File: src/vdp_cmd_pkg.sv
`default_nettype none

package vdp_cmd_pkg;

  // Coordinate and count register width
  localparam int COORD_W = 10;
  // Byte address into 128 KiB of VRAM
  localparam int VRAM_AW = 17;

  // Command codes, upper nibble of the command register
  typedef enum logic [3:0] {
    CMD_STOP  = 4'b0000,
    CMD_POINT = 4'b0100,
    CMD_PSET  = 4'b0101,
    CMD_LMMV  = 4'b1000,
    CMD_HMMV  = 4'b1100
  } cmd_t;

  // Logical operations, low three bits of the command register
  typedef enum logic [2:0] {
    LOP_IMP = 3'd0,
    LOP_AND = 3'd1,
    LOP_OR  = 3'd2,
    LOP_XOR = 3'd3,
    LOP_NOT = 3'd4
  } logop_t;

  typedef logic [COORD_W-1:0] coord_t;
  typedef logic [VRAM_AW-1:0] vram_addr_t;
  typedef logic [7:0]         pixel_t;

  // Direction bits of the argument register
  typedef struct packed {
    logic diy;
    logic dix;
  } arg_t;

  // Register numbers, offset from register 32
  localparam logic [3:0] REG_DX_L = 4'd4;
  localparam logic [3:0] REG_DX_H = 4'd5;
  localparam logic [3:0] REG_DY_L = 4'd6;
  localparam logic [3:0] REG_DY_H = 4'd7;
  localparam logic [3:0] REG_NX_L = 4'd8;
  localparam logic [3:0] REG_NX_H = 4'd9;
  localparam logic [3:0] REG_NY_L = 4'd10;
  localparam logic [3:0] REG_NY_H = 4'd11;
  localparam logic [3:0] REG_CLR  = 4'd12;
  localparam logic [3:0] REG_ARG  = 4'd13;
  localparam logic [3:0] REG_CMD  = 4'd14;

endpackage

`default_nettype wire

File: src/vdp_cmd_regs_if.sv
`timescale 1ns/1ps
`default_nettype none

interface vdp_cmd_regs_if import vdp_cmd_pkg::*; ();

  // Destination corner and rectangle size
  coord_t dx;
  coord_t dy;
  coord_t nx;
  coord_t ny;
  // Direction bits
  arg_t arg;
  // Command nibble, transparent bit, logical op
  logic [7:0] cmr;
  // High in graphic 4, two pixels per byte
  logic g4;

  modport source (output dx, dy, nx, ny, arg, cmr, g4);
  modport walker (input dx, dy, nx, ny, arg, cmr, g4);
  modport pixel (input cmr, g4);
  modport seq (input cmr);

endinterface

`default_nettype wire

File: src/vdp_cmd_pixel.sv
`timescale 1ns/1ps
`default_nettype none

module vdp_cmd_pixel import vdp_cmd_pkg::*; (
  input  logic   clk,
  input  logic   reset,
  vdp_cmd_regs_if.pixel regs,
  input  pixel_t clr,
  input  pixel_t vram_rd_data,
  input  logic   x_low,
  input  logic   capture,
  output pixel_t wr_data,
  output pixel_t point
);

  logic byte_cmd;
  pixel_t col_mask;
  pixel_t src;
  pixel_t result;
  pixel_t merged;

  assign byte_cmd = cmd_t'(regs.cmr[7:4]) == CMD_HMMV;
  assign col_mask = (byte_cmd || !regs.g4) ? 8'hff : 8'h0f;
  assign src      = clr & col_mask;

  // Even X sits in the high nibble
  always_comb begin
    if (regs.g4) begin
      point = x_low ? {4'h0, vram_rd_data[3:0]} : {4'h0, vram_rd_data[7:4]};
    end else begin
      point = vram_rd_data;
    end
  end

  always_comb begin
    // Transparent and zero colour leaves the destination alone
    if (!regs.cmr[3] || src != '0) begin
      case (logop_t'(regs.cmr[2:0]))
        LOP_IMP: result = src;
        LOP_AND: result = src & point;
        LOP_OR:  result = src | point;
        LOP_XOR: result = src ^ point;
        LOP_NOT: result = ~src;
        default: result = point;
      endcase
    end else begin
      result = point;
    end
  end

  // Put the new nibble back next to its neighbour
  always_comb begin
    if (regs.g4) begin
      merged = x_low ? {vram_rd_data[7:4], result[3:0]} : {result[3:0], vram_rd_data[3:0]};
    end else begin
      merged = result;
    end
  end

  always_ff @(posedge clk or posedge reset) begin
    if (reset) begin
      wr_data <= '0;
    end else if (capture) begin
      // HMMV writes the colour byte as is
      wr_data <= byte_cmd ? clr : merged;
    end
  end

endmodule

`default_nettype wire

File: src/vdp_cmd_regfile.sv
`timescale 1ns/1ps
`default_nettype none

module vdp_cmd_regfile import vdp_cmd_pkg::*; (
  input  logic   clk,
  input  logic   reset,
  input  logic   mode_graphic_4,
  input  logic   mode_graphic_7,
  input  logic   reg_wr_req,
  input  logic   [3:0] reg_num,
  input  pixel_t reg_data,
  input  logic   ce,
  input  logic   clr_load,
  input  pixel_t clr_load_data,
  input  logic   clr_remask,
  output logic   reg_wr_ack,
  vdp_cmd_regs_if.source regs,
  output pixel_t clr,
  output logic   start,
  output logic   write_pending
);

  coord_t dx_reg;
  coord_t dy_reg;
  coord_t nx_reg;
  coord_t ny_reg;
  arg_t arg_reg;
  logic [7:0] cmr_reg;
  logic ce_q;
  pixel_t col_mask;

  // Request differs from ack while a write waits
  assign write_pending = reg_wr_req != reg_wr_ack;

  // Byte commands keep all eight bits
  // Dot commands in graphic 4 keep one nibble
  assign col_mask = (cmr_reg[7:6] == 2'b11 || !mode_graphic_4) ? 8'hff : 8'h0f;

  assign regs.dx  = dx_reg;
  assign regs.dy  = dy_reg;
  assign regs.nx  = nx_reg;
  assign regs.ny  = ny_reg;
  assign regs.arg = arg_reg;
  assign regs.cmr = cmr_reg;
  assign regs.g4  = mode_graphic_4;

  always_ff @(posedge clk or posedge reset) begin
    if (reset) begin
      dx_reg     <= '0;
      dy_reg     <= '0;
      nx_reg     <= '0;
      ny_reg     <= '0;
      arg_reg    <= '0;
      cmr_reg    <= {CMD_STOP, 4'h0};
      clr        <= '0;
      reg_wr_ack <= 1'b0;
      start      <= 1'b0;
      ce_q       <= 1'b0;
    end else begin
      start <= 1'b0;
      ce_q  <= ce;
      // Command finished so back to STOP
      if (ce_q && !ce) begin
        cmr_reg <= {CMD_STOP, 4'h0};
      end
      // CPU write wins over anything the engine asks for
      if (write_pending) begin
        reg_wr_ack <= ~reg_wr_ack;
        case (reg_num)
          REG_DX_L: dx_reg[7:0] <= reg_data;
          REG_DX_H: dx_reg[9:8] <= reg_data[1:0];
          REG_DY_L: dy_reg[7:0] <= reg_data;
          REG_DY_H: dy_reg[9:8] <= reg_data[1:0];
          REG_NX_L: nx_reg[7:0] <= reg_data;
          REG_NX_H: nx_reg[9:8] <= reg_data[1:0];
          REG_NY_L: ny_reg[7:0] <= reg_data;
          REG_NY_H: ny_reg[9:8] <= reg_data[1:0];
          REG_CLR: clr <= ce ? (reg_data & col_mask) : reg_data;
          REG_ARG: begin
            arg_reg.dix <= reg_data[2];
            arg_reg.diy <= reg_data[3];
          end
          REG_CMD: begin
            // Also aborts a running command
            cmr_reg <= reg_data;
            start   <= mode_graphic_4 | mode_graphic_7;
          end
          // Source, search and mode registers are gone
          default: ;
        endcase
      end else if (clr_load) begin
        // POINT result
        clr <= clr_load_data;
      end else if (clr_remask) begin
        clr <= clr & col_mask;
      end
    end
  end

endmodule

`default_nettype wire

File: src/vdp_cmd_seq.sv
`timescale 1ns/1ps
`default_nettype none

module vdp_cmd_seq import vdp_cmd_pkg::*; (
  input  logic       clk,
  input  logic       reset,
  vdp_cmd_regs_if.seq regs,
  input  logic       start,
  input  logic       write_pending,
  input  logic       row_end,
  input  logic       rect_end,
  input  vram_addr_t addr,
  input  pixel_t     wr_data,
  input  logic       vram_rd_ack,
  input  logic       vram_wr_ack,
  output logic       ce,
  output logic       vram_rd_req,
  output logic       vram_wr_req,
  output vram_addr_t vram_addr,
  output pixel_t     vram_wr_data,
  output logic       step_x,
  output logic       next_row,
  output logic       capture,
  output logic       clr_load,
  output logic       clr_remask
);

  typedef enum logic [2:0] {
    S_IDLE,
    S_CHK,
    S_RD,
    S_RD_WAIT,
    S_WR,
    S_WR_WAIT,
    S_END
  } state_t;

  state_t state;
  state_t state_n;
  cmd_t cmd;
  logic first;
  logic run;
  logic rd_done;
  logic wr_done;

  assign cmd     = cmd_t'(regs.cmr[7:4]);
  // Nothing moves while the CPU writes or a command is being loaded
  assign run     = !write_pending && !start;
  assign rd_done = vram_rd_req == vram_rd_ack;
  assign wr_done = vram_wr_req == vram_wr_ack;

  always_comb begin
    state_n    = state;
    step_x     = 1'b0;
    next_row   = 1'b0;
    capture    = 1'b0;
    clr_load   = 1'b0;
    clr_remask = 1'b0;
    if (run) begin
      case (state)
        S_CHK: begin
          // The first pass only dispatches, later passes check loop end
          if (!first && row_end && rect_end) begin
            state_n = S_END;
          end else begin
            next_row   = !first && row_end;
            clr_remask = 1'b1;
            case (cmd)
              CMD_HMMV: begin
                capture = 1'b1;
                state_n = S_WR;
              end
              CMD_LMMV, CMD_PSET, CMD_POINT: state_n = S_RD;
              // STOP and unknown codes
              default: state_n = S_END;
            endcase
          end
        end
        // Issue states wait for any older access to finish
        S_RD: if (rd_done) state_n = S_RD_WAIT;
        S_RD_WAIT: begin
          if (rd_done) begin
            clr_load = cmd == CMD_POINT;
            capture  = cmd != CMD_POINT;
            state_n  = (cmd == CMD_POINT) ? S_END : S_WR;
          end
        end
        S_WR: if (wr_done) state_n = S_WR_WAIT;
        S_WR_WAIT: begin
          if (wr_done) begin
            step_x  = cmd != CMD_PSET;
            state_n = (cmd == CMD_PSET) ? S_END : S_CHK;
          end
        end
        S_END: state_n = S_IDLE;
        default: state_n = S_IDLE;
      endcase
    end
  end

  always_ff @(posedge clk or posedge reset) begin
    if (reset) begin
      state       <= S_IDLE;
      ce          <= 1'b0;
      first       <= 1'b0;
      vram_rd_req <= 1'b0;
      vram_wr_req <= 1'b0;
    end else if (!write_pending) begin
      if (start) begin
        // New command, abandons whatever ran before
        state <= S_CHK;
        ce    <= 1'b1;
        first <= 1'b1;
      end else begin
        state <= state_n;
        if (state == S_CHK) first <= 1'b0;
        if (state == S_RD && rd_done) vram_rd_req <= ~vram_rd_ack;
        if (state == S_WR && wr_done) vram_wr_req <= ~vram_wr_ack;
        if (state == S_END) ce <= 1'b0;
      end
    end
  end

  // Address and data stay put until the access is acknowledged
  always_ff @(posedge clk) begin
    if (run && state == S_RD && rd_done) begin
      vram_addr <= addr;
    end
    if (run && state == S_WR && wr_done) begin
      vram_addr    <= addr;
      vram_wr_data <= wr_data;
    end
  end

endmodule

`default_nettype wire

File: src/vdp_cmd_top.sv
`timescale 1ns/1ps
`default_nettype none

module vdp_cmd_top import vdp_cmd_pkg::*; (
  input  logic       clk,
  input  logic       reset,
  input  logic       mode_graphic_4,
  input  logic       mode_graphic_7,
  input  logic       reg_wr_req,
  input  logic [3:0] reg_num,
  input  pixel_t     reg_data,
  input  logic       vram_rd_ack,
  input  logic       vram_wr_ack,
  input  pixel_t     vram_rd_data,
  output logic       reg_wr_ack,
  output logic       vram_rd_req,
  output logic       vram_wr_req,
  output vram_addr_t vram_addr,
  output pixel_t     vram_wr_data,
  output pixel_t     clr,
  output logic       ce,
  output logic [3:0] current_command
);

  // Strobes between the units
  logic start;
  logic write_pending;
  logic step_x;
  logic next_row;
  logic capture;
  logic clr_load;
  logic clr_remask;
  // Walker results
  vram_addr_t addr;
  logic x_low;
  logic row_end;
  logic rect_end;
  // Pixel unit results
  pixel_t wr_data;
  pixel_t point;

  vdp_cmd_regs_if regs_if ();

  assign current_command = regs_if.cmr[7:4];

  vdp_cmd_regfile regfile_i (
    .clk            (clk),
    .reset          (reset),
    .mode_graphic_4 (mode_graphic_4),
    .mode_graphic_7 (mode_graphic_7),
    .reg_wr_req     (reg_wr_req),
    .reg_num        (reg_num),
    .reg_data       (reg_data),
    .ce             (ce),
    .clr_load       (clr_load),
    .clr_load_data  (point),
    .clr_remask     (clr_remask),
    .reg_wr_ack     (reg_wr_ack),
    .regs           (regs_if.source),
    .clr            (clr),
    .start          (start),
    .write_pending  (write_pending)
  );

  vdp_cmd_walker walker_i (
    .clk      (clk),
    .reset    (reset),
    .regs     (regs_if.walker),
    .start    (start),
    .step_x   (step_x),
    .next_row (next_row),
    .addr     (addr),
    .x_low    (x_low),
    .row_end  (row_end),
    .rect_end (rect_end)
  );

  vdp_cmd_pixel pixel_i (
    .clk          (clk),
    .reset        (reset),
    .regs         (regs_if.pixel),
    .clr          (clr),
    .vram_rd_data (vram_rd_data),
    .x_low        (x_low),
    .capture      (capture),
    .wr_data      (wr_data),
    .point        (point)
  );

  vdp_cmd_seq seq_i (
    .clk           (clk),
    .reset         (reset),
    .regs          (regs_if.seq),
    .start         (start),
    .write_pending (write_pending),
    .row_end       (row_end),
    .rect_end      (rect_end),
    .addr          (addr),
    .wr_data       (wr_data),
    .vram_rd_ack   (vram_rd_ack),
    .vram_wr_ack   (vram_wr_ack),
    .ce            (ce),
    .vram_rd_req   (vram_rd_req),
    .vram_wr_req   (vram_wr_req),
    .vram_addr     (vram_addr),
    .vram_wr_data  (vram_wr_data),
    .step_x        (step_x),
    .next_row      (next_row),
    .capture       (capture),
    .clr_load      (clr_load),
    .clr_remask    (clr_remask)
  );

endmodule

`default_nettype wire

File: src/vdp_cmd_walker.sv
`timescale 1ns/1ps
`default_nettype none

module vdp_cmd_walker import vdp_cmd_pkg::*; (
  input  logic       clk,
  input  logic       reset,
  vdp_cmd_regs_if.walker regs,
  input  logic       start,
  input  logic       step_x,
  input  logic       next_row,
  output vram_addr_t addr,
  output logic       x_low,
  output logic       row_end,
  output logic       rect_end
);

  // Current destination position
  coord_t x_pos;
  coord_t y_pos;
  // Dots left in the row, rows left in the rectangle
  coord_t nx_cnt;
  coord_t ny_cnt;

  logic hmmv_g4;
  coord_t x_step;
  coord_t x_delta;
  coord_t y_delta;
  coord_t nx_load;

  // HMMV in graphic 4 moves a byte, so two pixels at a time
  assign hmmv_g4 = (cmd_t'(regs.cmr[7:4]) == CMD_HMMV) && regs.g4;
  assign x_step  = hmmv_g4 ? coord_t'(2) : coord_t'(1);
  assign x_delta = regs.arg.dix ? coord_t'(0) - x_step : x_step;
  assign y_delta = regs.arg.diy ? '1 : coord_t'(1);
  assign nx_load = hmmv_g4 ? {1'b0, regs.nx[COORD_W-1:1]} : regs.nx;

  always_ff @(posedge clk or posedge reset) begin
    if (reset) begin
      x_pos  <= '0;
      y_pos  <= '0;
      nx_cnt <= '0;
      ny_cnt <= '0;
    end else if (start) begin
      x_pos  <= regs.dx;
      y_pos  <= regs.dy;
      nx_cnt <= nx_load;
      ny_cnt <= regs.ny;
    end else if (step_x) begin
      x_pos  <= x_pos + x_delta;
      nx_cnt <= nx_cnt - coord_t'(1);
    end else if (next_row) begin
      // Back to the left edge, one line on
      x_pos  <= regs.dx;
      y_pos  <= y_pos + y_delta;
      nx_cnt <= nx_load;
      ny_cnt <= ny_cnt - coord_t'(1);
    end
  end

  // Bit 8 set means X went past 255, or below 0 when walking left
  assign row_end  = (nx_cnt == '0) || x_pos[8];
  assign rect_end = (ny_cnt == coord_t'(1)) || (regs.arg.diy && (y_pos == '0));

  assign x_low = x_pos[0];

  always_comb begin
    if (regs.g4) begin
      // 128 bytes per line
      addr = {y_pos, x_pos[7:1]};
    end else begin
      // 256 bytes per line
      addr = {y_pos[8:0], x_pos[7:0]};
    end
  end

endmodule

`default_nettype wire

File: config.mk
export PLATFORM = sky130hd
export DESIGN_NAME = vdp_cmd_top
export DESIGN_NICKNAME = d
export VERILOG_FILES = /design/src/vdp_cmd_pkg.sv /design/src/vdp_cmd_regs_if.sv /design/src/vdp_cmd_pixel.sv /design/src/vdp_cmd_regfile.sv /design/src/vdp_cmd_seq.sv /design/src/vdp_cmd_top.sv /design/src/vdp_cmd_walker.sv
export SDC_FILE = /design/constraint.sdc
export NUM_CORES = 1
export LEC_CHECK = 0
export BUFFER_PORTS_ARGS = -buffer_cell sky130_fd_sc_hd__buf_4
export CORE_ASPECT_RATIO = 1.25
export CORE_UTILIZATION = 35
export DETAILED_ROUTE_END_ITERATION = 8
export PLACE_DENSITY_LB_ADDON = 0.3
export SLEW_MARGIN = 10
export SYNTH_ARGS = -nofsm -noshare
export SYNTH_HDL_FRONTEND = slang
export SYNTH_SLANG_ARGS = --single-unit
File: constraint.sdc
create_clock -name clk -period 4.95 [get_ports clk]
set_input_delay 0.99 -clock clk [delete_from_list [all_inputs] [get_ports clk]]
set_output_delay 0.99 -clock clk [all_outputs]
set_load 0.03 [all_outputs]
==> flow_metrics.tcl <==
set metrics [dict create \
    grt_usage 0.182 \
    synthArstFlopShare 0.820 \
    crit_buf_inv 2 \
    dp_hpwl_um 14800 \
    cts-htree-levels 4 \
    hold_buffers 0 \
    grt_overflow 0 \
    muxShareOfSynthArea 0.105 \
    yosys-top-cells-area "dfrtp_1 (35%), edfxtp_1 (9.2%), mux2_2 (8.3%)" \
    gp_congestion 0.876 \
    synth-xor-area-share 0.0312 \
    yosysWarnings 0 \
    path_clk_slew_ns 0.06 \
    startpoint_type "flip-flop" \
    synth_area_per_cell_um2 10.1 \
    layout_commonest_cell "dfrtp_1" \
    cap_violations 0 \
    dr.pass1.iters 7 \
    worst-path-max-fanout 12 \
    final-hold-violation-count 0 \
    placed_cell_area_um2 8950 \
    drive_gt1_frac 0.217 \
    synth_edf_count 25 \
    synth.cell_area_um2 8150 \
    fin_area_um2 9570 \
    routed_via_density 5.47 \
    clock_sinks 139 \
    tns_ns 0 \
    dieArea_um2 23900 \
    synth_top_family_by_area "compound AO/OA/AOI/OAI gates" \
    top_register "seq_i.vram_addr" \
    violations "design-rule violations" \
    cp_slowest_cell "a2111oi_0" \
    outcome "finished, violations left" \
    cts_setup_buffers 0 \
    timing.slew.headroom 0.319 \
    yosys_register_bits 139 \
    p_leak_nw 4.10 \
    hp-class "reg2reg" \
    fin_util 0.418 \
    cts_buffers 17 \
    final_cell_mix "dfrtp_1 (114), buf_4 (81), nand2_1 (80)" \
    portBuffers 67 \
    die_w_um 138 \
    crit_chain "nand2_1 > nor3_1 > buf_4 > nand2_1 > buf_4 > ha_1 > fa_1 > a211oi_1 > o21bai_1 > a2111oi_0 > nor4_1 > a311oi_1 > o311ai_0" \
    required_ns 5.21 \
    synth_ff_type "dfrtp_1" \
    rows 62 \
    synth.top_cell.area_share 0.350 \
    synth_fa_ha_area_frac 0.0587 \
    grt_max_degree 59 \
    syn_inst 809 \
    ys_seq_area_frac 0.442 \
    period_share 0.785 \
    critical_path.max_stage_delay_ns 0.76 \
    yosysUniqueCellTypes 73 \
    report.final.slew_viol_count 0 \
    core_area_um2 22900 \
    antenna_found_initial 0 \
    cts-resized-gates 0 \
    initial_core_util 0.356 \
    vias 6378 \
    nets 930 \
    drt-total-wl_um 21200 \
    fill_cells 2234 \
    yosysTopAreaCell "dfrtp_1" \
    tightest_slew_ns 1.01 \
    arrival_ns 4.15 \
    synth-simple-area-share 0.140 \
    rsz0062_at_grt "no" \
    grt_pass1_vias 6248 \
    clockBufferDepth 2 \
    synthesis.nets 873 \
    p_per_area_nw_per_um2 470 \
    die_y_um 173 \
    drtIter0Drc 487 \
    syn_to_final_growth_pct 17.4 \
    setup_viol 0 \
    p_total_mw 4.49 \
    crit_family "compound AO/OA/AOI/OAI gates" \
    antenna_cells 0 \
    cts_tree "done" \
    ant_nets 0 \
    vdd_drop_max_uv 229 \
    fin_crit_ns 3.89 \
    cts_root_buffer "clkbuf_16" \
    grt_pass1_wl_um 33800 \
    fmax_ghz 0.257 \
    ios 68 \
    clk_latency_ns 0.42 \
    worstSetupEndpointType "flip-flop" \
    synth_compound_area_frac 0.183 \
    criticalPathCategory "reg2reg" \
    fin_skew_ns 0.0125 \
    drc 4 \
    wl_per_cell_um 18.2 \
    largest_reg_flops 17 \
]
## synthesized netlist by cell type (15+ instances only)
cell type / number
dfrtp_1: 114
nand2_1: 80
o21ai_0: 66
mux2_2: 60
a21oi_1: 48
nor2_1: 45
inv_1: 36
ha_1: 35
clkbuf_1: 28
edfxtp_1: 25
a211oi_1: 18
mux2i_1: 18
xnor2_1: 15
## layout make-up
| cell class | count | area [µm²] | share of cell area |
|---|---|---|---|
| multi-input combinational | 591 | 4240 | 0.443 |
| sequential | 139 | 3600 | 0.377 |
| timing repair buffer | 81 | 608 | 0.0635 |
| clock buffer | 18 | 439 | 0.0459 |
| tap | 288 | 360 | 0.0377 |
| clock inverter | 14 | 183 | 0.0191 |
| inverter | 36 | 138 | 0.0144 |
## cell families after synthesis
| logic type | after synthesis |
|---|---|
| XOR/XNOR | 29 |
| adder cells (fa/ha/maj) | 37 |
| buffers and inverters | 79 |
| AND/OR/NAND/NOR | 220 |
| multiplexers | 78 |
| AO/OA/AOI/OAI | 227 |
| flip-flops | 139 |
## power breakdown
part	internal (mW)	switching, mW	leakage, nW
Clock	0.818	0.527	0.307
Sequential	1.43	0.314	1.62
Combinational	0.661	0.740	2.17
## metal layers
layer / vias up / global-route usage / routed length, µm
met4: 0 / 0.0721 / 451
met5: - / 0 / 0
met1: 3132 / 0.232 / 9700
li1: 3083 / - / -
met3: 33 / 0.0241 / 559
met2: 130 / 0.312 / 10500
## worst paths after layout
check	start	endpoint	slack, ns	depth (start not counted)
min in group asynchronous	reset	regfile_i.regs.dx[3]$_DFFE_PP0P_	0.70	2
setup reg to reg	regfile_i.regs.cmr[7]$_DFF_PP0_	walker_i.x_pos[8]$_DFFE_PP0P_	1.06	13
max in group asynchronous	reset	walker_i.nx_cnt[9]$_DFFE_PP0P_	3.33	3
hold reg to reg	pixel_i.wr_data[7]$_DFFE_PP0P_	seq_i.vram_wr_data[7]$_DFFE_PP_	0.45	0
setup / recovery	regfile_i.regs.cmr[7]$_DFF_PP0_	walker_i.x_pos[8]$_DFFE_PP0P_	1.06	13
hold / removal	pixel_i.wr_data[7]$_DFFE_PP0P_	seq_i.vram_wr_data[7]$_DFFE_PP_	0.45	0
## per-stage QoR
stage / std cells / hold WS, ns / worst slack (ns)
CTS: 1167 / 0.454 / 1.14
detailed placement: 1135 / 0.438 / 1.06
finish: 1167 / 0.452 / 1.06
floorplan: 809 / 0.424 / 0.944
global placement: 1135 / 0.431 / 1.10
global route: 1167 / 0.460 / 0.740
## worst register-to-register path: stages, from the launching register on
cell,delay (ns)
dfrtp_1,0.46
nand2_1,0.14
nor3_1,0.23
buf_4,0.19
nand2_1,0.06
buf_4,0.18
ha_1,0.26
fa_1,0.46
a211oi_1,0.29
o21bai_1,0.13
a2111oi_0,0.76
nor4_1,0.15
a311oi_1,0.26
o311ai_0,0.15
Note: power is estimated with default switching activity, not from simulation.
